[config.mk]
export PLATFORM = sky130hd
export DESIGN_NAME = lut_lane_reader_flat
export DESIGN_NICKNAME = d
export VERILOG_FILES = /design/src/source/lut_pkg.sv /design/src/source/lut_if.sv /design/src/source/lut_lane_reader.sv /design/src/flat_wrapper.sv
export SDC_FILE = /design/constraint.sdc
export NUM_CORES = 1
export LEC_CHECK = 0
export BUFFER_PORTS_ARGS = -buffer_cell sky130_fd_sc_hd__buf_4
export CAP_MARGIN = 20
export CORE_AREA = 2 2 103 105
export DETAILED_ROUTE_END_ITERATION = 10
export DIE_AREA = 0 0 105 107
export PLACE_DENSITY_LB_ADDON = 0.15
export SYNTH_ARGS = -nofsm -noshare
export SYNTH_HDL_FRONTEND = slang
export SYNTH_SLANG_ARGS = --single-unit
[constraint.sdc]
create_clock -name clk -period 1.61 [get_ports clk]
set_input_delay 0.322 -clock clk [delete_from_list [all_inputs] [get_ports clk]]
set_output_delay 0.322 -clock clk [all_outputs]
set_load 0.03 [all_outputs]
[src/source/lut_pkg.sv]
package lut_pkg;

   localparam int DATA_W       = 32;  // Lookup result
   localparam int ENTRY_W      = 16;  // One table entry
   localparam int BUS_DATA_W   = 32;  // Bus beat and RAM word
   localparam int LANES        = 2;   // Entries per RAM word
   localparam int SEL_W        = 1;   // Lane select bits in the index
   localparam int TABLE_ADDR_W = 9;   // MSB is the bank
   localparam int BUS_ADDR_W   = 32;
   localparam int LEN_W        = 8;   // Beats minus one
   localparam int GEN_W        = 16;  // Generator counters and settings
   localparam int CFG_ADDR_W   = 3;

   // Software register map
   typedef enum logic [CFG_ADDR_W-1:0] {
      REG_EXT_ADDR,
      REG_ITER,
      REG_PERIOD,
      REG_DUTY,
      REG_SHIFT,
      REG_INCR,
      REG_LENGTH,
      REG_CTRL     // Bit 0 ping_pong, bit 1 disabled
   } cfg_reg_e;

   typedef enum logic {
      LOAD_IDLE,
      LOAD_BURST
   } load_state_e;

endpackage

[src/source/lut_if.sv]
`timescale 1ns/1ps

// One port of the table RAM
interface lut_ram_if;
   import lut_pkg::*;

   logic [TABLE_ADDR_W-1:0] addr;
   logic [BUS_DATA_W-1:0]   wdata;
   logic [BUS_DATA_W-1:0]   rdata;
   logic                    en;
   logic                    we;

   modport ctrl (output addr, output wdata, output en, output we, input rdata);
   modport mem  (input addr, input wdata, input en, input we, output rdata);
endinterface

// Settings from the register block
interface lut_cfg_if;
   import lut_pkg::*;

   logic [BUS_ADDR_W-1:0] ext_addr;
   logic [GEN_W-1:0]      iter;
   logic [GEN_W-1:0]      period;
   logic [GEN_W-1:0]      duty;
   logic [GEN_W-1:0]      shift;
   logic [GEN_W-1:0]      incr;
   logic [LEN_W-1:0]      length;
   logic                  ping_pong;
   logic                  disabled;
   logic                  bank;      // Bank being loaded

   modport regs (output ext_addr, iter, period, duty, shift, incr, length,
                 output ping_pong, disabled, bank);
   modport user (input ext_addr, iter, period, duty, shift, incr, length,
                 input ping_pong, disabled, bank);
endinterface

[src/source/lut_lane_reader.sv]
`timescale 1ns/1ps

module lut_lane_reader (
   input  logic                       clk,
   input  logic                       rst,
   input  logic [lut_pkg::DATA_W-1:0] lookup_idx_i,
   lut_cfg_if.user                    cfg,
   lut_ram_if.ctrl                    rd,
   output logic [lut_pkg::DATA_W-1:0] lookup_data_o
);
   import lut_pkg::*;

   logic [SEL_W-1:0]                sel_q1;  // Lines up with rd.addr
   logic [SEL_W-1:0]                sel_q2;  // Lines up with rd.rdata
   logic [LANES-1:0][ENTRY_W-1:0]   lanes;
   logic [ENTRY_W-1:0]              entry;

   // Read the bank that is not being loaded
   always_ff @(posedge clk or posedge rst) begin
      if (rst) begin
         rd.addr <= '0;
      end else begin
         rd.addr <= {cfg.ping_pong && !cfg.bank,
                     lookup_idx_i[SEL_W +: TABLE_ADDR_W-1]};
      end
   end

   always_ff @(posedge clk or posedge rst) begin
      if (rst) begin
         sel_q1 <= '0;
         sel_q2 <= '0;
      end else begin
         sel_q1 <= lookup_idx_i[SEL_W-1:0];
         sel_q2 <= sel_q1;
      end
   end

   // Read port is never written
   assign rd.en    = 1'b1;
   assign rd.we    = 1'b0;
   assign rd.wdata = '0;

   // Lane 0 sits in the low half
   assign lanes = rd.rdata;
   assign entry = lanes[sel_q2];

   assign lookup_data_o = {{(DATA_W-ENTRY_W){1'b0}}, entry};  // Zero extend

endmodule

[src/flat_wrapper.sv]
// flat-port wrapper written by rule: the top's interface ports become plain ports
module lut_lane_reader_flat import lut_pkg::*;
  (clk, rst, lookup_idx_i, lookup_data_o, cfg_ext_addr, cfg_iter, cfg_period, cfg_duty, cfg_shift, cfg_incr, cfg_length, cfg_ping_pong, cfg_disabled, cfg_bank, rd_addr, rd_wdata, rd_en, rd_we, rd_rdata);
  lut_cfg_if cfg_i ();
  lut_ram_if rd_i ();
  input  logic clk;
  input  logic rst;
  input  logic [lut_pkg::DATA_W-1:0] lookup_idx_i;
  output logic [lut_pkg::DATA_W-1:0] lookup_data_o;
  input wire logic [$bits(cfg_i.ext_addr)-1:0] cfg_ext_addr;
  input wire logic [$bits(cfg_i.iter)-1:0] cfg_iter;
  input wire logic [$bits(cfg_i.period)-1:0] cfg_period;
  input wire logic [$bits(cfg_i.duty)-1:0] cfg_duty;
  input wire logic [$bits(cfg_i.shift)-1:0] cfg_shift;
  input wire logic [$bits(cfg_i.incr)-1:0] cfg_incr;
  input wire logic [$bits(cfg_i.length)-1:0] cfg_length;
  input wire logic [$bits(cfg_i.ping_pong)-1:0] cfg_ping_pong;
  input wire logic [$bits(cfg_i.disabled)-1:0] cfg_disabled;
  input wire logic [$bits(cfg_i.bank)-1:0] cfg_bank;
  output wire logic [$bits(rd_i.addr)-1:0] rd_addr;
  output wire logic [$bits(rd_i.wdata)-1:0] rd_wdata;
  output wire logic [$bits(rd_i.en)-1:0] rd_en;
  output wire logic [$bits(rd_i.we)-1:0] rd_we;
  input wire logic [$bits(rd_i.rdata)-1:0] rd_rdata;
  assign cfg_i.ext_addr = cfg_ext_addr;
  assign cfg_i.iter = cfg_iter;
  assign cfg_i.period = cfg_period;
  assign cfg_i.duty = cfg_duty;
  assign cfg_i.shift = cfg_shift;
  assign cfg_i.incr = cfg_incr;
  assign cfg_i.length = cfg_length;
  assign cfg_i.ping_pong = cfg_ping_pong;
  assign cfg_i.disabled = cfg_disabled;
  assign cfg_i.bank = cfg_bank;
  assign rd_addr = rd_i.addr;
  assign rd_wdata = rd_i.wdata;
  assign rd_en = rd_i.en;
  assign rd_we = rd_i.we;
  assign rd_i.rdata = rd_rdata;
  lut_lane_reader u_core (.clk(clk), .rst(rst), .lookup_idx_i(lookup_idx_i), .cfg(cfg_i), .rd(rd_i), .lookup_data_o(lookup_data_o));
endmodule
* Word level (Yosys, flattened, before mapping)
Index checks and enable logic that the tools add are counted.
** Cells by class
- Reduce and logical (&&, ||, !) cells :: 2
- Mux-type cells :: 2
- Order comparisons :: 1
** Operators by type and width (count)
- $mux 16 :: 2
- $lt 1x2->1 const B :: 1
- $logic_and 1x1->1 :: 1
- $logic_not 1->1 :: 1
** Storage, ports and cells
- Bits in registers :: 11
- Input bits :: 189
- Output and inout bits :: 75
- Word-level logic and storage cells :: 8

* Longest topological paths before layout
- Word-level depth :: 2
- Gate-level depth with buffers :: 3
- Gate-level depth less buffers :: 1

* Least setup slack after synthesis
Ideal clock, no wire load.
- Kind :: register -> output
- Start :: reg u_core.sel_q2
- End :: out lookup_data_o[10] in the netlist's numbering
- Arrival time :: 0.967 ns
- Slack :: 0.321 ns
- Path buffers :: 2
- Required time :: 1.288 ns
- Stages on the path, launching flop included :: 4
- Cells stage by stage :: dfrtp_1 -> buf_6 -> buf_12 -> mux2_4
** Between the ends
- Cells in the longest elaborated chain, start to end :: 2
** RTL lines
- start, declared :: line lut_lane_reader.sv:14 : logic [SEL_W-1:0] sel_q2;
- start signal, assigned :: line lut_lane_reader.sv:34 : sel_q2 <= sel_q1;
- $mux 16 (not written as such) (2 in a row) :: line lut_lane_reader.sv:45 : assign entry = lanes[sel_q2];
- end, declared :: line flat_wrapper.sv:9 : output logic [lut_pkg::DATA_W-1:0] lookup_data_o;
Every way passes these cells. The select of a mux whose other input is x is not followed.

* Worst setup path after layout
- Start :: reg u_core.sel_q2
- End :: out lookup_data_o[4] in the netlist's numbering
The elaborated chain is that of the path after synthesis.

==> flow_metrics.py <==
metrics = {
    "outcome": {
        "status": "complete, but fails checks",
        "violations": "setup timing",
    },
    "floorplanning": {
        "core_area_um2": 10100,
        "dieArea_um2": 11200,
        "die-width_um": 105,
        "io_pins": 264,
        "initial_core_util_pct": 9.09,
        "std_cell_rows": 37,
        "die_h_um": 107,
    },
    "timing": {
        "fin_worst_skew_ps": 0.0226,
        "worst_slack_ps": -32.3,
        "rsz0062_at_grt": "yes",
        "setup-violations-final": 13,
        "finalCritPeriodShare_pct": 102,
        "drv_slew": 0,
        "setup-tns-final_ps": -296,
        "fmax_mhz": 609,
        "hold_violations": 0,
        "fin_crit_ps": 1640,
    },
    "placement": {
        "dp.cells": 286,
        "routabilityCongestion": 0.605,
        "numPortBuffers": 69,
        "post-dp-hpwl_um": 2140,
    },
    "worst_hold_path": {
        "min_path_type": "input port to async pin",
    },
    "detailed_routing": {
        "vias_per_cell": 2.36,
        "first_pass_iters": 2,
        "wirelength_um": 2530,
        "drt_iter0_drc": 8,
        "wl_per_cell_um": 8.71,
        "vias": 687,
        "postRouteAntennaNets": 0,
        "remaining_drc_errors": 0,
    },
    "clocking": {
        "numCtsBuffers": 3,
        "clk_pin_slew_ps": 50,
        "clockRootBuffer": "clkbuf_8",
        "cts_tree": "yes",
        "clock_latency_ps": 230,
        "clock_sinks": 11,
        "cts_buffer_depth": 2,
        "cts_max_level": 1,
        "cts_setup_buffers": 0,
    },
    "setup_path": {
        "crit_type": "flip-flop to primary output",
        "cp.required_ps": 1290,
        "crit_path_start_kind": "flip-flop",
        "critPathLaunch": "u_core.sel_q2",
        "critical_path_arrival_ps": 1320,
        "rr_startpoint": "u_core.sel_q1",
        "critical_path.max_fanout": 6,
        "end_kind": "primary output",
    },
    "synth": {
        "synth_top_family_by_area": "buffers and inverters",
        "synth_edf_count": 0,
        "ys_seq_area_share_pct": 30.0,
        "synthXorXnorAreaFrac_pct": 0,
        "synth_compound_gate_area_share_pct": 0,
        "yosys.area.top_type": "buf_4",
        "synthAdderAreaFrac_pct": 0,
        "ys_warn_count": 0,
        "synthArstFlopShare_pct": 100,
        "synthSimpleGateAreaFrac_pct": 0.682,
        "synth_cell_type_count": 9,
        "synth_seq_cells": 11,
        "synthesis.area_um2": 917,
        "postSynthAreaPerCell_um2": 11.0,
        "yosys-mux-area-fraction_pct": 23.7,
        "synthTopCellsByCount": "50 x buf_4, 11 x dfrtp_1, 10 x mux2_4, 6 x mux2_2, 2 x conb_1",
        "synthTopCellsByArea": "buf_4 41%, dfrtp_1 30%, mux2_4 16%",
        "syn_inst": 83,
        "yosysMostFrequentCell": "buf_4",
        "synth.top_cell.area_share_pct": 40.9,
        "synth_ff_type": "dfrtp_1",
    },
    "grt": {
        "grt_max_degree": 12,
        "antenna_found_initial": 0,
        "first_global_vias": 627,
        "grtUsageTotal_pct": 4.19,
        "grt.overflow.total": 0,
        "grt_pass1_wl_um": 3520,
    },
    "cells_and_area": {
        "n_fill_cell": 1177,
        "fin_nets": 345,
        "synthToLayoutAreaGrowth_pct": 70.5,
        "final_cells": 291,
        "drive_above_1_share_pct": 59.4,
        "num_antenna_cells": 0,
    },
    "power": {
        "power_density_nw_per_um2": 687,
        "peakVddDrop_uv": 433,
        "power_leakage_nw": 0.832,
    },
    "flow_run": {
        "drv_cap": 0,
    },
}
## placed cells by master, fill, tap and decap left out
cell type	synthesis	layout
inv_1	1	1
clkbuf_1	0	1
dfrtp_2	0	1
dfrtp_1	11	10
conb_1	2	50
nor2b_1	1	1
clkbuf_16	0	1
buf_6	1	17
buf_4	50	53
clkbuf_8	0	3
buf_12	1	1
mux2_4	10	16
## cell type report
class                      instances  area, um2  area share, %
timing repair buffer              72        634           40.6
multi-input combinational         67        434           27.8
sequential                        11        277           17.7
tap                              136        170           10.9
clock buffer                       4       45.0           2.88
inverter                           1       3.75          0.240
## kinds of logic after synthesis
kind of cell,Yosys count
AND/OR/NAND/NOR,1
buffers and inverters,53
multiplexers,16
other,2
flip-flops,11
## sequential cells by signal, indices dropped and copies added (netlist names)
register / flops
u_core.rd.addr: 9
u_core.sel_q1: 1
u_core.sel_q2: 1
## report_power, final
part           internal [W]  switching, W
sequential         0.000291    0.00000681
clock              0.000173     0.0000960
combinational      0.000199      0.000308
## path summary, 6_finish.rpt
check,cells after the start,end,slack (ps)
worst max-delay path,3,lookup_data_o[4],-30
worst max register to register,0,u_core.sel_q2,1140
min in group clk,1,u_core.rd.addr[2],190
worst min register to register,0,u_core.sel_q2,350
worst min-delay path,2,u_core.rd.addr[2],80
max in group asynchronous,2,u_core.sel_q2,1210
## worst max-delay path, stage by stage, from the launching register on
cell,delay (ps)
dfrtp_2,460
clkbuf_16,190
mux2_4,300
buf_6,140
## through the flow
step | utilization [%] | area, um2 | total power (W) | setup slack [ps] | hold slack, ps
6_report | 15.5 | 1560 | 0.00107 | -32.3 | 79.3
4_1_cts | 15.5 | 1570 | 0.00109 | -68.7 | 98.3
2_1_floorplan | - | 1100 | 0.000705 | 321 | 174
3_5_place_dp | 13.9 | 1410 | 0.000768 | 175 | 343
5_1_grt | 15.5 | 1560 | 0.00113 | -76.8 | 114
3_3_place_gp | 13.9 | 1410 | 0.000768 | 196 | 332
## per-layer routing
metal	share of wire, %	vias to the layer above	global-route usage [%]
met3	23	0	3.28
met2	33	95	4.73
met4	0	0	1.43
met1	45	289	5.70
li1	-	303	-
met5	0	-	0
## repair_timing
item / 4_1_cts / 5_1_grt
endpoints found under the setup margin: 16 / 16
hold buffers: 0 / 0
gates cloned: 1 / 0
gates resized for setup: 25 / 1
Power figures use the tool's default switching activity.
