**src/source/lut_pkg.sv**
```systemverilog
package lut_pkg;

   localparam int DATA_W       = 32;  // Lookup result
   localparam int ENTRY_W      = 16;  // One table entry
   localparam int BUS_DATA_W   = 32;  // Bus beat and RAM word
   localparam int LANES        = 2;   // Entries per RAM word
   localparam int SEL_W        = 1;   // Lane select bits in the index
   localparam int TABLE_ADDR_W = 9;   // MSB is the bank
   localparam int BUS_ADDR_W   = 32;
   localparam int LEN_W        = 8;   // Beats minus one
   localparam int GEN_W        = 16;  // Generator counters and settings
   localparam int CFG_ADDR_W   = 3;

   // Software register map
   typedef enum logic [CFG_ADDR_W-1:0] {
      REG_EXT_ADDR,
      REG_ITER,
      REG_PERIOD,
      REG_DUTY,
      REG_SHIFT,
      REG_INCR,
      REG_LENGTH,
      REG_CTRL     // Bit 0 ping_pong, bit 1 disabled
   } cfg_reg_e;

   typedef enum logic {
      LOAD_IDLE,
      LOAD_BURST
   } load_state_e;

endpackage

```
**src/source/lut_if.sv**
```systemverilog
`timescale 1ns/1ps

// One port of the table RAM
interface lut_ram_if;
   import lut_pkg::*;

   logic [TABLE_ADDR_W-1:0] addr;
   logic [BUS_DATA_W-1:0]   wdata;
   logic [BUS_DATA_W-1:0]   rdata;
   logic                    en;
   logic                    we;

   modport ctrl (output addr, output wdata, output en, output we, input rdata);
   modport mem  (input addr, input wdata, input en, input we, output rdata);
endinterface

// Settings from the register block
interface lut_cfg_if;
   import lut_pkg::*;

   logic [BUS_ADDR_W-1:0] ext_addr;
   logic [GEN_W-1:0]      iter;
   logic [GEN_W-1:0]      period;
   logic [GEN_W-1:0]      duty;
   logic [GEN_W-1:0]      shift;
   logic [GEN_W-1:0]      incr;
   logic [LEN_W-1:0]      length;
   logic                  ping_pong;
   logic                  disabled;
   logic                  bank;      // Bank being loaded

   modport regs (output ext_addr, iter, period, duty, shift, incr, length,
                 output ping_pong, disabled, bank);
   modport user (input ext_addr, iter, period, duty, shift, incr, length,
                 input ping_pong, disabled, bank);
endinterface

```
**src/source/lut_load_addr_gen.sv**
```systemverilog
`timescale 1ns/1ps

module lut_load_addr_gen (
   input  logic                             clk,
   input  logic                             rst,
   input  logic                             start_i,
   input  logic                             advance_i,
   lut_cfg_if.user                          cfg,
   output logic                             valid_o,
   output logic [lut_pkg::TABLE_ADDR_W-1:0] addr_o
);
   import lut_pkg::*;

   logic             busy;
   logic [GEN_W-1:0] iter_cnt;   // Periods completed
   logic [GEN_W-1:0] per_cnt;    // Step within the period
   logic [GEN_W-1:0] addr;
   logic             in_duty;
   logic             step;
   logic             last_step;
   logic             last_iter;
   logic [GEN_W-1:0] addr_step;

   assign in_duty   = per_cnt < cfg.duty;
   assign last_step = per_cnt == cfg.period - 1'b1;
   assign last_iter = iter_cnt == cfg.iter - 1'b1;

   // Duty steps wait for the consumer, the rest run one per cycle
   assign step      = busy && (in_duty ? advance_i : 1'b1);
   assign addr_step = in_duty ? cfg.incr : '0;

   always_ff @(posedge clk or posedge rst) begin
      if (rst) begin
         busy     <= 1'b0;
         iter_cnt <= '0;
         per_cnt  <= '0;
         addr     <= '0;
      end else if (start_i) begin
         busy     <= (cfg.iter != '0) && (cfg.period != '0);  // Empty pattern never starts
         iter_cnt <= '0;
         per_cnt  <= '0;
         addr     <= '0;
      end else if (step) begin
         if (last_step) begin
            per_cnt <= '0;
            addr    <= addr + addr_step + cfg.shift;  // Jump to next period base
            if (last_iter) begin
               busy <= 1'b0;
            end else begin
               iter_cnt <= iter_cnt + 1'b1;
            end
         end else begin
            per_cnt <= per_cnt + 1'b1;
            addr    <= addr + addr_step;
         end
      end
   end

   assign valid_o = busy && in_duty;

   // Bank bit is added by the loader
   assign addr_o  = {1'b0, addr[TABLE_ADDR_W-2:0]};

endmodule

```
**src/source/lut_loader.sv**
```systemverilog
`timescale 1ns/1ps

module lut_loader (
   input  logic                           clk,
   input  logic                           rst,
   input  logic                           run_i,
   lut_cfg_if.user                        cfg,
   output logic                           bus_valid_o,
   input  logic                           bus_ready_i,
   output logic [lut_pkg::BUS_ADDR_W-1:0] bus_addr_o,
   output logic [lut_pkg::LEN_W-1:0]      bus_len_o,
   input  logic [lut_pkg::BUS_DATA_W-1:0] bus_rdata_i,
   input  logic                           bus_last_i,
   lut_ram_if.ctrl                        wr,
   output logic                           done_o
);
   import lut_pkg::*;

   load_state_e             state;
   logic                    start;
   logic                    beat;
   logic                    gen_valid;
   logic [TABLE_ADDR_W-1:0] gen_addr;
   logic                    bank_bit;

   assign start = run_i && !cfg.disabled;
   assign beat  = bus_valid_o && bus_ready_i;  // One word lands in the RAM

   lut_load_addr_gen addr_gen0 (
      .clk      (clk),
      .rst      (rst),
      .start_i  (start),
      .advance_i(beat),
      .cfg      (cfg),
      .valid_o  (gen_valid),
      .addr_o   (gen_addr)
   );

   // Burst tracking and done flag
   always_ff @(posedge clk or posedge rst) begin
      if (rst) begin
         state  <= LOAD_IDLE;
         done_o <= 1'b1;
      end else if (start) begin
         state  <= LOAD_BURST;
         done_o <= 1'b0;
      end else if (beat && bus_last_i) begin
         state  <= LOAD_IDLE;
         done_o <= 1'b1;
      end
   end

   // Request fields stay fixed during the burst
   always_ff @(posedge clk or posedge rst) begin
      if (rst) begin
         bus_addr_o <= '0;
         bus_len_o  <= '0;
      end else if (start) begin
         bus_addr_o <= cfg.ext_addr;
         bus_len_o  <= cfg.length;
      end
   end

   // Only ask for a beat when there is somewhere to put it
   assign bus_valid_o = (state == LOAD_BURST) && gen_valid;

   assign bank_bit = cfg.ping_pong ? cfg.bank : 1'b0;

   // Write side of the table RAM
   assign wr.en    = beat;
   assign wr.we    = 1'b1;
   assign wr.wdata = bus_rdata_i;
   assign wr.addr  = {bank_bit, gen_addr[TABLE_ADDR_W-2:0]};

endmodule

```
**src/flat_wrapper.sv**
```systemverilog
// flat-port wrapper written by rule: the top's interface ports become plain ports
module lut_loader_flat import lut_pkg::*;
  (clk, rst, run_i, bus_valid_o, bus_ready_i, bus_addr_o, bus_len_o, bus_rdata_i, bus_last_i, done_o, cfg_ext_addr, cfg_iter, cfg_period, cfg_duty, cfg_shift, cfg_incr, cfg_length, cfg_ping_pong, cfg_disabled, cfg_bank, wr_addr, wr_wdata, wr_en, wr_we, wr_rdata);
  lut_cfg_if cfg_i ();
  lut_ram_if wr_i ();
  input  logic clk;
  input  logic rst;
  input  logic run_i;
  output logic bus_valid_o;
  input  logic bus_ready_i;
  output logic [lut_pkg::BUS_ADDR_W-1:0] bus_addr_o;
  output logic [lut_pkg::LEN_W-1:0] bus_len_o;
  input  logic [lut_pkg::BUS_DATA_W-1:0] bus_rdata_i;
  input  logic bus_last_i;
  output logic done_o;
  input wire logic [$bits(cfg_i.ext_addr)-1:0] cfg_ext_addr;
  input wire logic [$bits(cfg_i.iter)-1:0] cfg_iter;
  input wire logic [$bits(cfg_i.period)-1:0] cfg_period;
  input wire logic [$bits(cfg_i.duty)-1:0] cfg_duty;
  input wire logic [$bits(cfg_i.shift)-1:0] cfg_shift;
  input wire logic [$bits(cfg_i.incr)-1:0] cfg_incr;
  input wire logic [$bits(cfg_i.length)-1:0] cfg_length;
  input wire logic [$bits(cfg_i.ping_pong)-1:0] cfg_ping_pong;
  input wire logic [$bits(cfg_i.disabled)-1:0] cfg_disabled;
  input wire logic [$bits(cfg_i.bank)-1:0] cfg_bank;
  output wire logic [$bits(wr_i.addr)-1:0] wr_addr;
  output wire logic [$bits(wr_i.wdata)-1:0] wr_wdata;
  output wire logic [$bits(wr_i.en)-1:0] wr_en;
  output wire logic [$bits(wr_i.we)-1:0] wr_we;
  input wire logic [$bits(wr_i.rdata)-1:0] wr_rdata;
  assign cfg_i.ext_addr = cfg_ext_addr;
  assign cfg_i.iter = cfg_iter;
  assign cfg_i.period = cfg_period;
  assign cfg_i.duty = cfg_duty;
  assign cfg_i.shift = cfg_shift;
  assign cfg_i.incr = cfg_incr;
  assign cfg_i.length = cfg_length;
  assign cfg_i.ping_pong = cfg_ping_pong;
  assign cfg_i.disabled = cfg_disabled;
  assign cfg_i.bank = cfg_bank;
  assign wr_addr = wr_i.addr;
  assign wr_wdata = wr_i.wdata;
  assign wr_en = wr_i.en;
  assign wr_we = wr_i.we;
  assign wr_i.rdata = wr_rdata;
  lut_loader u_core (.clk(clk), .rst(rst), .run_i(run_i), .cfg(cfg_i), .bus_valid_o(bus_valid_o), .bus_ready_i(bus_ready_i), .bus_addr_o(bus_addr_o), .bus_len_o(bus_len_o), .bus_rdata_i(bus_rdata_i), .bus_last_i(bus_last_i), .wr(wr_i), .done_o(done_o));
endmodule
```
**config.mk**
```make
export PLATFORM = sky130hd
export DESIGN_NAME = lut_loader_flat
export DESIGN_NICKNAME = d
export VERILOG_FILES = /design/src/source/lut_pkg.sv /design/src/source/lut_if.sv /design/src/source/lut_load_addr_gen.sv /design/src/source/lut_loader.sv /design/src/flat_wrapper.sv
export SDC_FILE = /design/constraint.sdc
export NUM_CORES = 1
export LEC_CHECK = 0
export ABC_CLOCK_PERIOD_IN_PS = 12300
export BUFFER_PORTS_ARGS = -buffer_cell sky130_fd_sc_hd__buf_2
export CAP_MARGIN = 20
export CELL_PAD_IN_SITES_DETAIL_PLACEMENT = 1
export CELL_PAD_IN_SITES_GLOBAL_PLACEMENT = 2
export CORE_MARGIN = 4
export CORE_UTILIZATION = 31
export DETAILED_ROUTE_END_ITERATION = 16
export PLACE_DENSITY_LB_ADDON = 0.1
export SKIP_LAST_GASP = 1
export SLEW_MARGIN = 5
export SYNTH_ARGS = -nofsm -noshare
export SYNTH_HDL_FRONTEND = slang
export SYNTH_HIERARCHICAL = 1
export SYNTH_SLANG_ARGS = --single-unit
export TNS_END_PERCENT = 10
```
**constraint.sdc**
```tcl
create_clock -name clk -period 12.3 [get_ports clk]
set_clock_uncertainty 0.1 [all_clocks]
set_input_delay 1.845 -clock clk [delete_from_list [all_inputs] [get_ports clk]]
set_output_delay 1.845 -clock clk [all_outputs]
set_load 0.1 [all_outputs]
```
Word-level counts from Yosys, hierarchy flattened
Cells that the tools add are included.

word-level totals
  flip-flop bits (word level) = 91
  input port bits = 192
  output and inout bits = 85
  word-level logic and storage cells = 55

cells by class
  multiplexer cells = 21
  reduce and logical (&&, ||, !) cells = 16
  magnitude comparators = 1
  eq/ne operators = 3
  add/sub/neg operators = 6

operators by type and width
  kind                     number
  $mux W16                 11
  $add A16 B1 Y16 const B  2
  $add A16 B16 Y16         2
  $eq A16 B16 Y1           2
  $reduce_bool A16 Y1      2
  $sub A16 B1 Y16 const B  2
  $lt A16 B16 Y1           1
  $mux W1                  10
  $reduce_bool A2 Y1       4
  $logic_and A1 B1 Y1      7
  $reduce_and A3 Y1        2
  $ne A2 B2 Y1 const B     1
  $logic_not A1 Y1         1

Depth between registers and ports, before layout
  depth after elaboration = 8
  depth in mapped cells = 21
  depth with buffers taken out = 21

Modules after synthesis
Netlist, hierarchy kept.

modules (own cells, without submodules)
  module             cells an instance  sequential area each (µm²)  times used  area an instance (µm²)
  lut_load_addr_gen  544                1026.0                      1           4493.1
  lut_loader         131                1052.3                      1           2059.5

Worst setup path after synthesis
OpenSTA, ideal clock, no wires.

  kind = input to output
  from = input port cfg_duty[9]
  to = output port wr_en
  required time = 10.355 ns
  setup slack = 6.355 ns
  cell stages on the path = 8
  buffers on the path = 0
  arrival = 4.000 ns
  path through = inv_1 ha_1 and4_1 a2111oi_0 o31ai_1 a21o_2 nor2_1 and3_1

between the ends
  word-level cells in the longest chain between the ends = 4

RTL lines
  element               RTL line                 source
  start, declared       flat_wrapper.sv:19       input wire logic [$bits(cfg_i.duty)-1:0] cfg_duty;
  $lt A16 B16 Y1        lut_load_addr_gen.sv:24  assign in_duty = per_cnt < cfg.duty;
  $logic_and A1 B1 Y1   lut_load_addr_gen.sv:59  assign valid_o = busy && in_duty;
  net u_core.gen_valid  lut_loader.sv:22         logic gen_valid;
  $logic_and A1 B1 Y1   lut_loader.sv:65         assign bus_valid_o = (state == LOAD_BURST) && gen_valid;
  $logic_and A1 B1 Y1   lut_loader.sv:27         assign beat = bus_valid_o && bus_ready_i;
  end, declared         flat_wrapper.sv:28       output wire logic [$bits(wr_i.en)-1:0] wr_en;

The timed path passes the listed nets, and every way through them passes these cells.

Worst setup path after layout
  from = input port cfg_duty[7]
  to = register u_core.addr_gen0.addr[7]

between the ends
  word-level cells in the longest chain between the ends = 7
  elaborated cells between the ends (all ways) = 13
  classes of those cells = add/sub: 2; order compare: 1; mux: 5; reduce/logical: 5

RTL lines
  element                                                  RTL line                                                            source
  $lt A16 B16 Y1 *                                         lut_load_addr_gen.sv:24
  $mux W16 or $logic_and A1 B1 Y1 (tied branches)          lut_load_addr_gen.sv:30, lut_load_addr_gen.sv:59
  $add A16 B16 Y16 or $logic_and A1 B1 Y1 (tied branches)  lut_load_addr_gen.sv:46, lut_load_addr_gen.sv:54, lut_loader.sv:65
  $add A16 B16 Y16 or $logic_and A1 B1 Y1 (tied branches)  lut_load_addr_gen.sv:46, lut_loader.sv:27
  $mux W16 or $mux W1 (tied branches)                      lut_load_addr_gen.sv:44, lut_load_addr_gen.sv:29
  $mux W16 or $logic_and A1 B1 Y1 (tied branches)          lut_load_addr_gen.sv:43, lut_load_addr_gen.sv:29
  $mux W16 or $reduce_bool A2 Y1 (tied branches)           -
  end signal, assigned                                     lut_load_addr_gen.sv:46                                             addr <= addr + addr_step + cfg.shift;
  end signal, assigned                                     lut_load_addr_gen.sv:54                                             addr <= addr + addr_step;
  end, declared                                            lut_load_addr_gen.sv:17                                             logic [GEN_W-1:0] addr;

Mark *: on every way between the ends. The rest lies on a longest branch, timed or not. The select of a mux whose other input is x is not followed.
A chain may end at the register's enable or synchronous reset.

==> impl_metrics.ini <==
[timing]
finalMaxSlewViolations = 0
fin_crit_sh_pct = 53.6
hold_viol = 0
setup_viol = 0
fmax_ghz = 0.152
whs_ns = 0.370
period_needed_ns = 6.60
tightest_slew_ns = 1.22
setup_tns_ns = 0
setup_ws_ns = 5.70
relSlewSlack_pct = 16.5
rsz0062_at_grt = false

[critical_path]
path_max_fanout = 9
cp_num_buf_inv = 3
path_common_cell = a21oi_1
endpoint_kind = flip-flop
critPathMaxStageDelay_ns = 1.06
crit_arrival_ns = 6.73
worstPathRequired_ns = 12.43
cp_cell_sequence = buf_2 -> inv_1 -> ha_1 -> a21oi_1 -> a2111oi_0 -> a21oi_1 -> buf_4 -> and2_1 -> ha_1 -> fa_1 -> a21o_1 -> a21oi_1 -> o21bai_1 -> a21oi_1 -> xnor2_1 -> ha_1 -> o41ai_1 -> xnor2_1 -> a21oi_1 -> a311o_1
crit_family = compound AO/OA/AOI/OAI gates
cpMaxStageDelayCell = a2111oi_0
worstSetupStartpointType = primary input
path_class = in2reg

[cts]
htreeDepth = 3
cts_tree = built
clock_path_buffers = 2
clock_latency_ns = 0.34
clkSinkCount = 83
root_buffer = clkbuf_16
clk_pin_slew_ns = 0.07
post_cts_resized = 0
cts_buffers = 9
postCtsHoldBufs = 0
cts_setup_buffers = 0

[route]
vias = 5458
drtAntennaViolNets = 0
dr.first_iter.drc_count = 126
vias_per_cell = 5.12
drtPass1Iterations = 6
drc = 0
drt_wl_total_um = 19000
avgRoutedWirePerCell_um = 17.8

[place]
port_buffers = 163
place.gp.congestion = 0.775
preCtsSetupSlack_ns = 5.53
place_hpwl_um = 14900
placed_cells = 1051
postPlaceCellArea_um2 = 7240

[pwr]
net-switching-power_mw = 0.485
p_leak_nw = 3.54
p_clk_share_pct = 25.6
switching_share_pct = 45.5
power.density_nw_per_um2 = 141
cellInternalPower_mw = 0.581
seqPwrFrac_pct = 30.6
vdd_drop_max_mv = 0.0998
comb_power_share_pct = 43.8
power_mw = 1.07

[die]
start_util_pct = 31.9
core-area_um2 = 20500
die_y_um = 153
die_w_um = 153
dieArea_um2 = 23500
fp-row-count = 52
ioPinCount = 277

[cells_and_area]
final_nets = 1021
fillerInstances = 2421
final_cell_area_um2 = 7540
area_growth_pct = 15.2
register_area_um2 = 2080
fin_cells = 1067
fin_util_pct = 36.8
num_antenna_cells = 0
layout-drive-gt1-share_pct = 31.1
multi_input_area_um2 = 3800

[outcome]
outcome = finished, final reports clean

[logic_synthesis]
synth_nets = 902
ys_warn_count = 6
synthesis.area_um2 = 6540
synthCells = 673
synth.avg_cell_area_um2 = 9.72

[global_route]
grt-ovfl-total = 0
grt_pass1_vias = 5900
grt_pass1_wl_um = 30600
grt_usage_pct = 15.8
antenna_found_initial = 3
grt_max_degree = 48

[hold_path]
hold_class = reg2reg

[run]
max_cap_violations = 0
## layer usage
layer | GRT usage [%] | wire (um) | vias up
li1 | - | - | 2656
met1 | 21.0 | 8860 | 2633
met2 | 25.3 | 8650 | 131
met3 | 5.32 | 1190 | 32
met4 | 3.01 | 218 | 6
met5 | 0 | 60 | -
## state kept, by name, indices dropped and copies added, names as in the netlist
| register | flops |
|---|---|
| u_core/bus_addr_o | 32 |
| u_core/addr_gen0/iter_cnt | 16 |
| u_core/addr_gen0/per_cnt | 16 |
| u_core/addr_gen0/addr | 8 |
| u_core/bus_len_o | 8 |
| u_core/addr_gen0/busy | 1 |
| u_core/done_o | 1 |
| u_core/state | 1 |
## power by group through the flow
stage / clock, mW / sequential [mW] / combinational [mW]
after CTS: 0.286 / 0.327 / 0.471
after detailed placement: 0 / 0.330 / 0.470
after global routing: 0.294 / 0.331 / 0.499
final: 0.273 / 0.326 / 0.467
after global placement: 0 / 0.330 / 0.463
after floorplan: 0 / 0.517 / 0.239
## cell usage in the layout (no fill, tap or decap), types with 5 or more instances in the layout
master / instances
buf_2: 163
dfrtp_1: 82
nor2_1: 43
inv_1: 40
mux2_4: 37
ha_1: 35
a21oi_1: 33
xnor2_1: 29
xor2_1: 24
nand2_1: 23
o21ai_0: 22
nand3_1: 18
nor3_1: 17
nand4_1: 14
or3_1: 13
a211oi_1: 12
and2_1: 11
nor4_1: 11
nor2b_1: 11
and3_1: 10
or4_1: 10
clkbuf_16: 9
a21o_1: 8
mux2i_1: 8
o31ai_1: 8
o211ai_1: 7
buf_4: 7
nor3b_1: 6
o21a_1: 5
## worst min-delay path, delay by kind of cell (launching register included)
family          cells  cell delay [ns]
compound gates      1             0.05
buf+inv             1             0.04
flops               1             0.37
## final timing paths
check	start	to	depth (start not counted)	slack [ns]
setup / recovery	cfg_duty[7]	u_core/addr_gen0/addr[7]	20	5.70
hold / removal	u_core/done_o	u_core/done_o	2	0.37
setup reg to reg	u_core/addr_gen0/per_cnt[6]	u_core/addr_gen0/addr[7]	18	6.79
hold reg to reg	u_core/done_o	u_core/done_o	2	0.37
max in group asynchronous	rst	u_core/done_o	3	9.81
min in group asynchronous	rst	u_core/addr_gen0/addr[0]	2	1.25
## area by class of cell
type                    instances  share of cell area, %
clock buffers                   9                   2.99
clock inverters                 7                  0.930
inverters                      41                   2.04
multi-input cells             487                   50.5
flip-flops and latches         83                   27.6
well taps                     270                   4.48
repair buffers                170                   11.5
Note: power is estimated with default switching activity, not from simulation.
