<file path="config.mk">
export PLATFORM = sky130hd
export DESIGN_NAME = lut_config_regs_flat
export DESIGN_NICKNAME = d
export VERILOG_FILES = /design/src/source/lut_pkg.sv /design/src/source/lut_if.sv /design/src/source/lut_config_regs.sv /design/src/flat_wrapper.sv
export SDC_FILE = /design/constraint.sdc
export NUM_CORES = 1
export LEC_CHECK = 0
export BUFFER_PORTS_ARGS = -buffer_cell sky130_fd_sc_hd__buf_2
export CELL_PAD_IN_SITES_DETAIL_PLACEMENT = 1
export CELL_PAD_IN_SITES_GLOBAL_PLACEMENT = 2
export CORE_AREA = 8 8 133 135
export CTS_CLUSTER_SIZE = 24
export DETAILED_ROUTE_END_ITERATION = 8
export DIE_AREA = 0 0 141 143
export PLACE_DENSITY = 0.78
export SYNTH_ARGS = -nofsm -noshare
export SYNTH_HDL_FRONTEND = slang
export SYNTH_SLANG_ARGS = --single-unit
</file>
<file path="constraint.sdc">
create_clock -name clk -period 3.6 [get_ports clk]
set_input_delay 0.18 -clock clk [delete_from_list [all_inputs] [get_ports clk]]
set_output_delay 0.18 -clock clk [all_outputs]
set_load 0.05 [all_outputs]
</file>
<file path="src/source/lut_pkg.sv">
package lut_pkg;

   localparam int DATA_W       = 32;  // Lookup result
   localparam int ENTRY_W      = 16;  // One table entry
   localparam int BUS_DATA_W   = 32;  // Bus beat and RAM word
   localparam int LANES        = 2;   // Entries per RAM word
   localparam int SEL_W        = 1;   // Lane select bits in the index
   localparam int TABLE_ADDR_W = 9;   // MSB is the bank
   localparam int BUS_ADDR_W   = 32;
   localparam int LEN_W        = 8;   // Beats minus one
   localparam int GEN_W        = 16;  // Generator counters and settings
   localparam int CFG_ADDR_W   = 3;

   // Software register map
   typedef enum logic [CFG_ADDR_W-1:0] {
      REG_EXT_ADDR,
      REG_ITER,
      REG_PERIOD,
      REG_DUTY,
      REG_SHIFT,
      REG_INCR,
      REG_LENGTH,
      REG_CTRL     // Bit 0 ping_pong, bit 1 disabled
   } cfg_reg_e;

   typedef enum logic {
      LOAD_IDLE,
      LOAD_BURST
   } load_state_e;

endpackage

</file>
<file path="src/source/lut_if.sv">


// Settings from the register block
interface lut_cfg_if;
   import lut_pkg::*;

   logic [BUS_ADDR_W-1:0] ext_addr;
   logic [GEN_W-1:0]      iter;
   logic [GEN_W-1:0]      period;
   logic [GEN_W-1:0]      duty;
   logic [GEN_W-1:0]      shift;
   logic [GEN_W-1:0]      incr;
   logic [LEN_W-1:0]      length;
   logic                  ping_pong;
   logic                  disabled;
   logic                  bank;      // Bank being loaded

   modport regs (output ext_addr, iter, period, duty, shift, incr, length,
                 output ping_pong, disabled, bank);
   modport user (input ext_addr, iter, period, duty, shift, incr, length,
                 input ping_pong, disabled, bank);
endinterface

</file>
<file path="src/source/lut_config_regs.sv">
`timescale 1ns/1ps

module lut_config_regs (
   input  logic                       clk,
   input  logic                       rst,
   input  logic                       cfg_we_i,
   input  lut_pkg::cfg_reg_e          cfg_addr_i,
   input  logic [lut_pkg::DATA_W-1:0] cfg_wdata_i,
   input  logic                       run_i,
   lut_cfg_if.regs                    cfg
);
   import lut_pkg::*;

   // Software writes, one register per index
   always_ff @(posedge clk or posedge rst) begin
      if (rst) begin
         cfg.ext_addr  <= '0;
         cfg.iter      <= '0;
         cfg.period    <= '0;
         cfg.duty      <= '0;
         cfg.shift     <= '0;
         cfg.incr      <= '0;
         cfg.length    <= '0;
         cfg.ping_pong <= 1'b0;
         cfg.disabled  <= 1'b0;
      end else if (cfg_we_i) begin
         case (cfg_addr_i)
            REG_EXT_ADDR: cfg.ext_addr <= cfg_wdata_i[BUS_ADDR_W-1:0];
            REG_ITER:     cfg.iter     <= cfg_wdata_i[GEN_W-1:0];
            REG_PERIOD:   cfg.period   <= cfg_wdata_i[GEN_W-1:0];
            REG_DUTY:     cfg.duty     <= cfg_wdata_i[GEN_W-1:0];
            REG_SHIFT:    cfg.shift    <= cfg_wdata_i[GEN_W-1:0];
            REG_INCR:     cfg.incr     <= cfg_wdata_i[GEN_W-1:0];
            REG_LENGTH:   cfg.length   <= cfg_wdata_i[LEN_W-1:0];
            REG_CTRL: begin
               cfg.ping_pong <= cfg_wdata_i[0];
               cfg.disabled  <= cfg_wdata_i[1];
            end
            default: ;
         endcase
      end
   end

   // Bank flips per run in ping-pong mode
   // Lookups read the other bank
   always_ff @(posedge clk or posedge rst) begin
      if (rst) begin
         cfg.bank <= 1'b0;
      end else if (run_i) begin
         cfg.bank <= cfg.ping_pong ? ~cfg.bank : 1'b0;
      end
   end

endmodule

</file>
<file path="src/flat_wrapper.sv">
// flat-port wrapper written by rule: the top's interface ports become plain ports
module lut_config_regs_flat import lut_pkg::*;
  (clk, rst, cfg_we_i, cfg_addr_i, cfg_wdata_i, run_i, cfg_ext_addr, cfg_iter, cfg_period, cfg_duty, cfg_shift, cfg_incr, cfg_length, cfg_ping_pong, cfg_disabled, cfg_bank);
  lut_cfg_if cfg_i ();
  input  logic clk;
  input  logic rst;
  input  logic cfg_we_i;
  input  lut_pkg::cfg_reg_e cfg_addr_i;
  input  logic [lut_pkg::DATA_W-1:0] cfg_wdata_i;
  input  logic run_i;
  output wire logic [$bits(cfg_i.ext_addr)-1:0] cfg_ext_addr;
  output wire logic [$bits(cfg_i.iter)-1:0] cfg_iter;
  output wire logic [$bits(cfg_i.period)-1:0] cfg_period;
  output wire logic [$bits(cfg_i.duty)-1:0] cfg_duty;
  output wire logic [$bits(cfg_i.shift)-1:0] cfg_shift;
  output wire logic [$bits(cfg_i.incr)-1:0] cfg_incr;
  output wire logic [$bits(cfg_i.length)-1:0] cfg_length;
  output wire logic [$bits(cfg_i.ping_pong)-1:0] cfg_ping_pong;
  output wire logic [$bits(cfg_i.disabled)-1:0] cfg_disabled;
  output wire logic [$bits(cfg_i.bank)-1:0] cfg_bank;
  assign cfg_ext_addr = cfg_i.ext_addr;
  assign cfg_iter = cfg_i.iter;
  assign cfg_period = cfg_i.period;
  assign cfg_duty = cfg_i.duty;
  assign cfg_shift = cfg_i.shift;
  assign cfg_incr = cfg_i.incr;
  assign cfg_length = cfg_i.length;
  assign cfg_ping_pong = cfg_i.ping_pong;
  assign cfg_disabled = cfg_i.disabled;
  assign cfg_bank = cfg_i.bank;
  lut_config_regs u_core (.clk(clk), .rst(rst), .cfg_we_i(cfg_we_i), .cfg_addr_i(cfg_addr_i), .cfg_wdata_i(cfg_wdata_i), .run_i(run_i), .cfg(cfg_i));
endmodule
</file>
# --- Word level (Yosys, flattened, before mapping) ---
# Index checks and enable logic that the tools add are counted.
# Widths: inputs -> output; s select.
classes:
  n_eq_ne: 7
  n_mux: 1
  bitwise_logic: 1
  n_reduce_logical: 9
ops:
  columns: ["cell", "n"]
  rows:
  - ["$reduce_and 2->1", 8]
  - ["$eq 3x3->1 const B", 4]
  - ["$eq 3x2->1 const B", 2]
  - ["$eq 3x1->1 const B", 1]
  - ["$logic_not 3->1", 1]
  - ["$mux 1", 1]
  - ["$not 1->1", 1]
word_totals:
  register_bits: 123
  in_bits: 39
  elab_cells: 28

# --- Logic depth before layout (Yosys ltp) ---
# Gate-level depths: netlist of the first run.
depth:
  depth_word: 2
  ltp_mapped: 5
  mapped_depth_nobuf: 2

# --- Worst setup path after synthesis of the first run ---
# No wires, ideal clock.
synth_timing:
  path_type: "input port to flip-flop"
  startpoint: "input cfg_addr_i[1]"
  endpoint: "register u_core.cfg.ext_addr[0]"
  setup_time_ps: 125
  arrival_time_ps: 1245
  t_required_ps: 3475
  slack_ps: 2230
  stages: 4
  cell_sequence: "buf_4 -> nor4b_4 -> buf_6 -> mux2_2"
synth_between:
  elab_chain_len: 2
synth_rtl:
  columns: ["item", "line_no", "text"]
  rows:
  - ["from (decl)", "flat_wrapper.sv:8", "input lut_pkg::cfg_reg_e cfg_addr_i;"]
  - ["$logic_not 3->1", "lut_config_regs.sv:27", "case (cfg_addr_i)"]
  - ["$reduce_and 2->1 (no source line)", null, null]
  - ["to (signal assigned)", "lut_config_regs.sv:28", "REG_EXT_ADDR: cfg.ext_addr <= cfg_wdata_i[BUS_ADDR_W-1:0];"]
  - ["to (decl)", "lut_if.sv:18", "modport regs (output ext_addr, iter, period, duty, shift, incr, length,"]
# Every way passes these cells.
# A chain may end at the register's enable or synchronous reset.

==> summary.txt, run 1 <==
Status
  – Outcome: finished clean

Timing
  – Setup repair after global routing missed its margin: no
  – Setup skew after layout: approximately 0.0009 ns
  – Final period utilization: a little under two fifths
  – Achievable frequency: 736 MHz
  – Relative max-transition margin: between 40% and 50%
  – Setup total negative slack: 0 ns
  – Worst-Margin Slew: 0.848 ns
  – Period minus WS final: 1.36 ns
  – Number of hold-slack violations in the final timing report: 0
  – Total setup violations reported at the end of the flow: 0
  – Final-report max-slew violation count: 0
  – Final setup margin: about 2.2 ns

Run
  – Max capacitance violation total: 0

Worst setup path
  – Reg-to-reg startpoint: u_core.cfg.incr[4]
  – Data arrival time of the critical path: 1.91 ns
  – Critical path, cell by cell: dlygate4sd3_1 -> buf_2 -> inv_4 -> buf_12
  – Worst EP required: roughly 4.2 ns
  – CP max stage delay: approximately 0.59 ns
  – Critical register-to-register path endpoint: u_core.cfg.incr[4]
  – Critical Path Start Type: primary input
  – Crit Path Class: primary input to async pin
  – Minimum setup slack among reg-to-reg paths: 2.82 ns
  – Worst Reg-to-Reg Cells: 1
  – Crit. End Element: async pin
  – Peak fanout along the critical path: 65
  – Critical-path cell with the highest stage delay: sky130_fd_sc_hd__inv_4

GRT
  – Remaining Overflow, GRT: 0
  – Global routing usage summed across all routing layers: between 10 and 15%
  – Number of antenna violations at the first check in global routing: 0
  – First-pass GRT wire length: 20900 µm
  – Maximum number of pins on one net before global-route repair: 66
  – Number of global-route vias before repair: approximately 3500

Floorplanning
  – Standard cell core area: around 16000 µm²
  – Initial standard-cell utilization of the core: a little under a third
  – Number of placement rows: between 40 and 50
  – Height of the die: 143 µm
  – Boundary pin count: roughly 160
  – Die Wd: 141 µm
  – Area of the die: ~20000 µm²

Logic synthesis
  – Register bit total from synthesis: 123
  – Share of synthesized cell area in full adder, half adder and majority cells: 0%
  – Yosys top cell area share: ~65%
  – Proportion of synthesized area in mux cells: between 20 and 30%
  – Simple-gate portion of the synthesized area: between 2 and 3%
  – Sequential share of the synthesized area: around two thirds
  – Cell taking the most area after synthesis: sky130_fd_sc_hd__dfrtp_1
  – Syn avg cell area: 17.4 µm²
  – Proportion of register bits with asynchronous set or reset after synthesis: between 90% and 100%
  – Synth Area in Compound Gates: 0.106%
  – Synthesized net count: 311
  – Cell types with the highest counts after synthesis: sky130_fd_sc_hd__dfrtp_1 (123), sky130_fd_sc_hd__mux2_2 (119), sky130_fd_sc_hd__buf_6 (10), sky130_fd_sc_hd__and4bb_2 (3), sky130_fd_sc_hd__buf_2 (3)
  – EDFF count, synth: 0
  – Cell types occupying the most area after synthesis: sky130_fd_sc_hd__dfrtp_1 (65%), sky130_fd_sc_hd__mux2_2 (28%), sky130_fd_sc_hd__buf_6 (2.4%)
  – Distinct cell type count of the synthesized netlist: 15
  – Parity-gate share of the synthesized area counting xor and xnor cells: 0%
  – Number of cells produced by synthesis: 272
  – Top_reg_cell synth: sky130_fd_sc_hd__dfrtp_1
  – Number of synthesis warnings: 0
  – Combinational family with the most area after synthesis: multiplexers
  – Dominant cell by count in the synthesized netlist: sky130_fd_sc_hd__dfrtp_1
  – Mapped Area: between 4000 and 5000 µm²

Route
  – Final antenna-violating net count: 0
  – Count of TritonRoute iterations in the first routing pass: 3
  – Number of remaining DRC errors: 0
  – Final Routed Wirelength: between 10000 and 15000 µm
  – DRC violation total after the first TritonRoute iteration: 79
  – Per-cell routed wire length: between 15 and 20 µm
  – Vias per cell: approximately 4.4
  – Via count: approximately 3000

Layout
  – Area growth, synth to finish: 37.0%
  – Total number of nets in the final design: about 490
  – Share of post-route cells with drive strength above 1: 67.9%
  – # diodes: 0
  – Design Area, Final: ~6500 µm²
  – Post-layout utilization of the core: a little over two fifths
  – Fill cells: ~1600

CTS
  – CTS Buf Count: 17
  – Clock transition at the registers of the reported paths: 0.05 ns
  – Sinks on Clock Net: ~120
  – Clk root buf: sky130_fd_sc_hd__clkbuf_16
  – # H-tree levels: 4
  – Maximum clock insertion buffer count: 2
  – TritonCTS clock tree: done
  – Clk_lat worst skew: about 0.40 ns

Pwr
  – Pwr Density: roughly 850 nW/µm²
  – Total power: between 5000 and 6000 µW
  – Largest voltage drop on the vdd net: roughly 0.33 mV
  – Leakage power total: 0.00309 µW

Min path
  – Endpoint with the worst hold slack: u_core.cfg.ext_addr[20]
  – Class of the most critical hold timing path: primary input to flop
  – Launch instance of the worst min-delay path: cfg_wdata_i[20]
  – WHS Path Cells: 2

Placed design
  – IO buf count: 161
  – Final GP Congestion: just over 0.7
  – Total cell area at the placement stage: 5710 µm²
  – Placed wire-length estimate after detailed placement: a little over 9000 µm
  – Worst setup slack after placement: roughly 1.9 ns
worst max-delay path by stage:
stage                       start              endpoint  slack [ns]  depth (start not counted)
floorplan                     rst       u_core.cfg.bank        0.15                          1
global placement    cfg_addr_i[0]  u_core.cfg.length[6]        1.95                          3
detailed placement  cfg_addr_i[0]  u_core.cfg.length[3]        1.91                          3
CTS                           rst  u_core.cfg.period[5]        2.24                          4
global route                  rst   u_core.cfg.shift[5]        2.04                          4
finish                        rst  u_core.cfg.period[1]        2.24                          4
critical path: cells and delay by family:
kind                   cells  cell delay (ns)
buffers and inverters      4             1.65
registers in the layout (all words and copies together) (netlist names):
signal,count
u_core.cfg.incr,16
u_core.cfg.disabled,1
u_core.cfg.period,16
u_core.cfg.ext_addr,32
u_core.cfg.iter,16
u_core.cfg.duty,16
u_core.cfg.bank,1
u_core.cfg.shift,16
u_core.cfg.length,8
u_core.cfg.ping_pong,1
metrics by stage:
step                      std cells  hold slack, ns
after global routing            683          0.0128
final                           683          0.0236
after floorplan                 272           0.276
after CTS                       683         0.00580
after detailed placement        636           0.405
after global placement          636           0.377
logic make-up after synthesis:
group	count (synthesis)
flops	123
simple gates	9
buf+inv	17
compound gates	1
mux	122
power breakdown:
part / internal, µW / switching (µW)
logic: 467 / 1410
registers: 1690 / 159
clock network: 1260 / 571
total: 3410 / 2140
layout make-up:
cell class / count / area [µm²] / area share (%)
Sequential cell: 123 / 3080 / 47.4
Multi-Input combinational cell: 132 / 1510 / 23.3
Timing Repair Buffer: 179 / 993 / 15.3
Clock buffer: 23 / 468 / 7.20
Tap cell: 216 / 270 / 4.16
Clock inverter: 8 / 165 / 2.54
Inverter: 2 / 10.0 / 0.154
metal layers:
layer / vias to the layer above / global-route usage (%) / wire length [µm]
met5: - / 0 / 0
met4: 0 / 5.43 / 187
met1: 1554 / 15.0 / 5190
met3: 15 / 5.54 / 1020
li1: 1337 / - / -
met2: 103 / 23.6 / 6600
cells in the final DEF, fill, tap and decap left out, types with 2 or more instances in the layout:
cell                            netlist  final
sky130_fd_sc_hd__clkbuf_1             0      4
sky130_fd_sc_hd__nand4b_4             2      2
sky130_fd_sc_hd__and4bb_2             3      3
sky130_fd_sc_hd__mux2_2             119    119
sky130_fd_sc_hd__dlygate4sd3_1        0     16
sky130_fd_sc_hd__mux2_1               2      2
sky130_fd_sc_hd__clkbuf_8             0      2
sky130_fd_sc_hd__clkinv_2             0      3
sky130_fd_sc_hd__dfrtp_1            123    123
sky130_fd_sc_hd__buf_2                3    161
sky130_fd_sc_hd__clkbuf_16            0     17
sky130_fd_sc_hd__bufinv_16            0      5
what timing repair did:
item / 4_1_cts / 5_1_grt
hold buffers: 16 / 0
gates resized for setup: 0 / 0
endpoints found under the hold margin: 79 / 0
buffers inserted: 0 / 0
No activity file was read; power rests on OpenSTA's default activity.
==> run 2: changes to the inputs <==
CORE_AREA = 8 8 128 130   (was 8 8 133 135)
DIE_AREA = 0 0 136 138   (was 0 0 141 143)
PLACE_DENSITY = 0.8   (was 0.78)
clock period = 1.3 ns   (was 3.6 ns; I/O delays follow)
==> run 2 against run 1 <==
  * Sequential power grew to 2.8 times the previous value
  * Final area is 3.4% higher
  * Critical path type is now flop to output port
  * Power grew to 2.7 times the previous value
==> summary.txt, run 2 (synthesized netlist as in run 1, its figures left out) <==
Status
  – Outcome: finished clean

Route
  – Final antenna-violating net count: 0
  – Final Routed Wirelength: 13100 µm
  – Number of remaining DRC errors: 0
  – Via count: ~3100
  – Vias per cell: 4.62
  – Per-cell routed wire length: 19.2 µm
  – Count of TritonRoute iterations in the first routing pass: 3
  – DRC violation total after the first TritonRoute iteration: 73

CTS
  – Hold Buf Count CTS: 34
  – Sinks on Clock Net: 123
  – TritonCTS clock tree: done
  – Clk_lat worst skew: about 0.4 ns
  – CTS Buf Count: 17
  – Clock transition at the registers of the reported paths: 0.05 ns
  – Maximum clock insertion buffer count: 2
  – Clk root buf: sky130_fd_sc_hd__clkbuf_16
  – Post-CTS resize count: 0
  – # H-tree levels: 4
  – Post-CTS setup buffers: 0

Min path
  – WHS Path Cells: 3
  – Launch instance of the worst min-delay path: cfg_addr_i[1]
  – Endpoint with the worst hold slack: u_core.cfg.ping_pong
  – Class of the most critical hold timing path: primary input to flop

GRT
  – Number of global-route vias before repair: around 3600
  – Maximum number of pins on one net before global-route repair: around 70
  – Most used routing layer in global routing: met2
  – Met2 GRT Util: between 20 and 25%
  – Number of antenna violations at the first check in global routing: 0
  – Remaining Overflow, GRT: 0
  – Global routing usage summed across all routing layers: approximately 15%
  – Met1 usage: between 15 and 20%
  – First-pass GRT wire length: between 20000 and 25000 µm
  – Met3 track demand over resource in global routing: about 7.1%

Pwr
  – Pwr Density: ~2200 nW/µm²
  – Largest voltage drop on the vdd net: approximately 0.92 mV
  – Internal cell power: ~9000 µW
  – Fraction of power consumed by sequential logic: 34.4%
  – Sw frac: between 30% and 40%
  – Switching component of the power: between 5000 and 6000 µW
  – Clock network power share: 30.3%
  – Leakage power total: roughly 0.0032 µW
  – Share of total power in combinational logic: about a third

Layout
  – Commonest cells after routing, fill and taps aside: sky130_fd_sc_hd__buf_2 (161), sky130_fd_sc_hd__dfrtp_1 (123), sky130_fd_sc_hd__mux2_2 (119)
  – Most common cell after layout, fill and taps aside: sky130_fd_sc_hd__buf_2
  – Most flops, register: u_core.cfg.ext_addr
  – # diodes: 0
  – Count of placed standard cells in the final layout, fillers left out: around 700
  – Share of post-route cells with drive strength above 1: 66.3%
  – Post-layout utilization of the core: a little under half
  – Total number of nets in the final design: between 500 and 600
  – Max FFs per register: 32
  – Area growth, synth to finish: 41.8%
  – Fill cells: about 1500

Timing
  – Final period utilization: between 80% and 90%
  – Final-report max-slew violation count: 0
  – Number of hold-slack violations in the final timing report: 0
  – Achievable frequency: ~870 MHz
  – Setup repair after global routing missed its margin: no
  – Total setup violations reported at the end of the flow: 0
  – Period minus WS final: about 1.1 ns
  – Post-route worst hold slack: around 0.17 ns
  – Setup skew after layout: around 0.00045 ns
  – Relative max-transition margin: 73.8%
  – Worst-Margin Slew: 0.393 ns

Worst setup path
  – Critical Path Start Type: flop
  – Critical-path cell with the highest stage delay: sky130_fd_sc_hd__dfrtp_1
  – Critical register-to-register path endpoint: u_core.cfg.ping_pong
  – Buffering stage count on the worst path with inverters included: 1
  – Minimum setup slack among reg-to-reg paths: 0.51 ns
  – Crit. End Element: output port
  – Critical path, cell by cell: buf_2
  – Data arrival time of the critical path: approximately 1.1 ns
  – CP max stage delay: ~0.39 ns
  – Reg-to-reg startpoint: u_core.cfg.ping_pong
  – Worst EP required: 1.24 ns
  – Peak fanout along the critical path: 3
  – Worst Reg-to-Reg Cells: 1
  – Crit Path Class: flop to output port
  – Largest delay contributor family on the critical path: flip-flops

Placed design
  – Count of placed standard cells including taps: ~600
  – Final GP Congestion: just under 0.7
  – Placed wire-length estimate after detailed placement: 9180 µm
  – IO buf count: approximately 160

Floorplanning
  – Area of the die: roughly 19000 µm²
  – Initial standard-cell utilization of the core: around a third
  – Number of placement rows: 44
  – Height of the die: about 140 µm
  – Die Wd: 136 µm
  – Boundary pin count: approximately 160
  – Standard cell core area: roughly 14000 µm²

Run
  – Max capacitance violation total: 0
run 2: final cells by class:
type	instances	area [µm²]	share of cell area (%)
sequential	123	3080	45.8
multi-input combinational	132	1510	22.5
timing repair buffer	208	1320	19.6
clock buffer	23	478	7.11
tap	184	230	3.42
clock inverter	8	92.6	1.38
inverter	2	11.3	0.168
run 2: worst max-delay path by stage:
| stage | from | endpoint | slack [ns] | cells past startpoint |
|---|---|---|---|---|
| 2_1_floorplan | rst | u_core.cfg.bank | -0.28 | 1 |
| 3_3_place_gp | cfg_addr_i[0] | u_core.cfg.ext_addr[27] | -0.11 | 4 |
| 3_5_place_dp | cfg_addr_i[0] | u_core.cfg.ext_addr[26] | -0.16 | 4 |
| 4_1_cts | u_core.cfg.ping_pong | cfg_ping_pong | 0.14 | 1 |
| 5_1_grt | u_core.cfg.ping_pong | cfg_ping_pong | 0.1 | 1 |
| 6_report | u_core.cfg.ping_pong | cfg_ping_pong | 0.15 | 1 |
run 2: power groups by stage:
stage	Clock [µW]	Combinational, µW	Sequential (µW)
floorplan	0	890	8150
CTS	4670	5340	5140
global route	4810	5510	5250
global placement	0	5190	5130
detailed placement	0	5260	5190
finish	4520	5270	5120
run 2: metrics by stage:
step	TNS (ns)	power [µW]	area, µm²	setup WS, ns
floorplan	-33.99	9040	4750	-0.276
global route	0	15600	6720	0.0977
finish	0	14900	6720	0.150
CTS	0	15200	6720	0.138
detailed placement	-3.52	10500	5810	-0.159
global placement	-2.77	10300	5810	-0.114
run 2: metal layers:
| metal | wire [µm] | part of all wire (%) |
|---|---|---|
| met5 | 0 | 0 |
| met4 | 180 | 1.4 |
| met3 | 1300 | 9.9 |
| met2 | 6450 | 49 |
| met1 | 5150 | 39 |
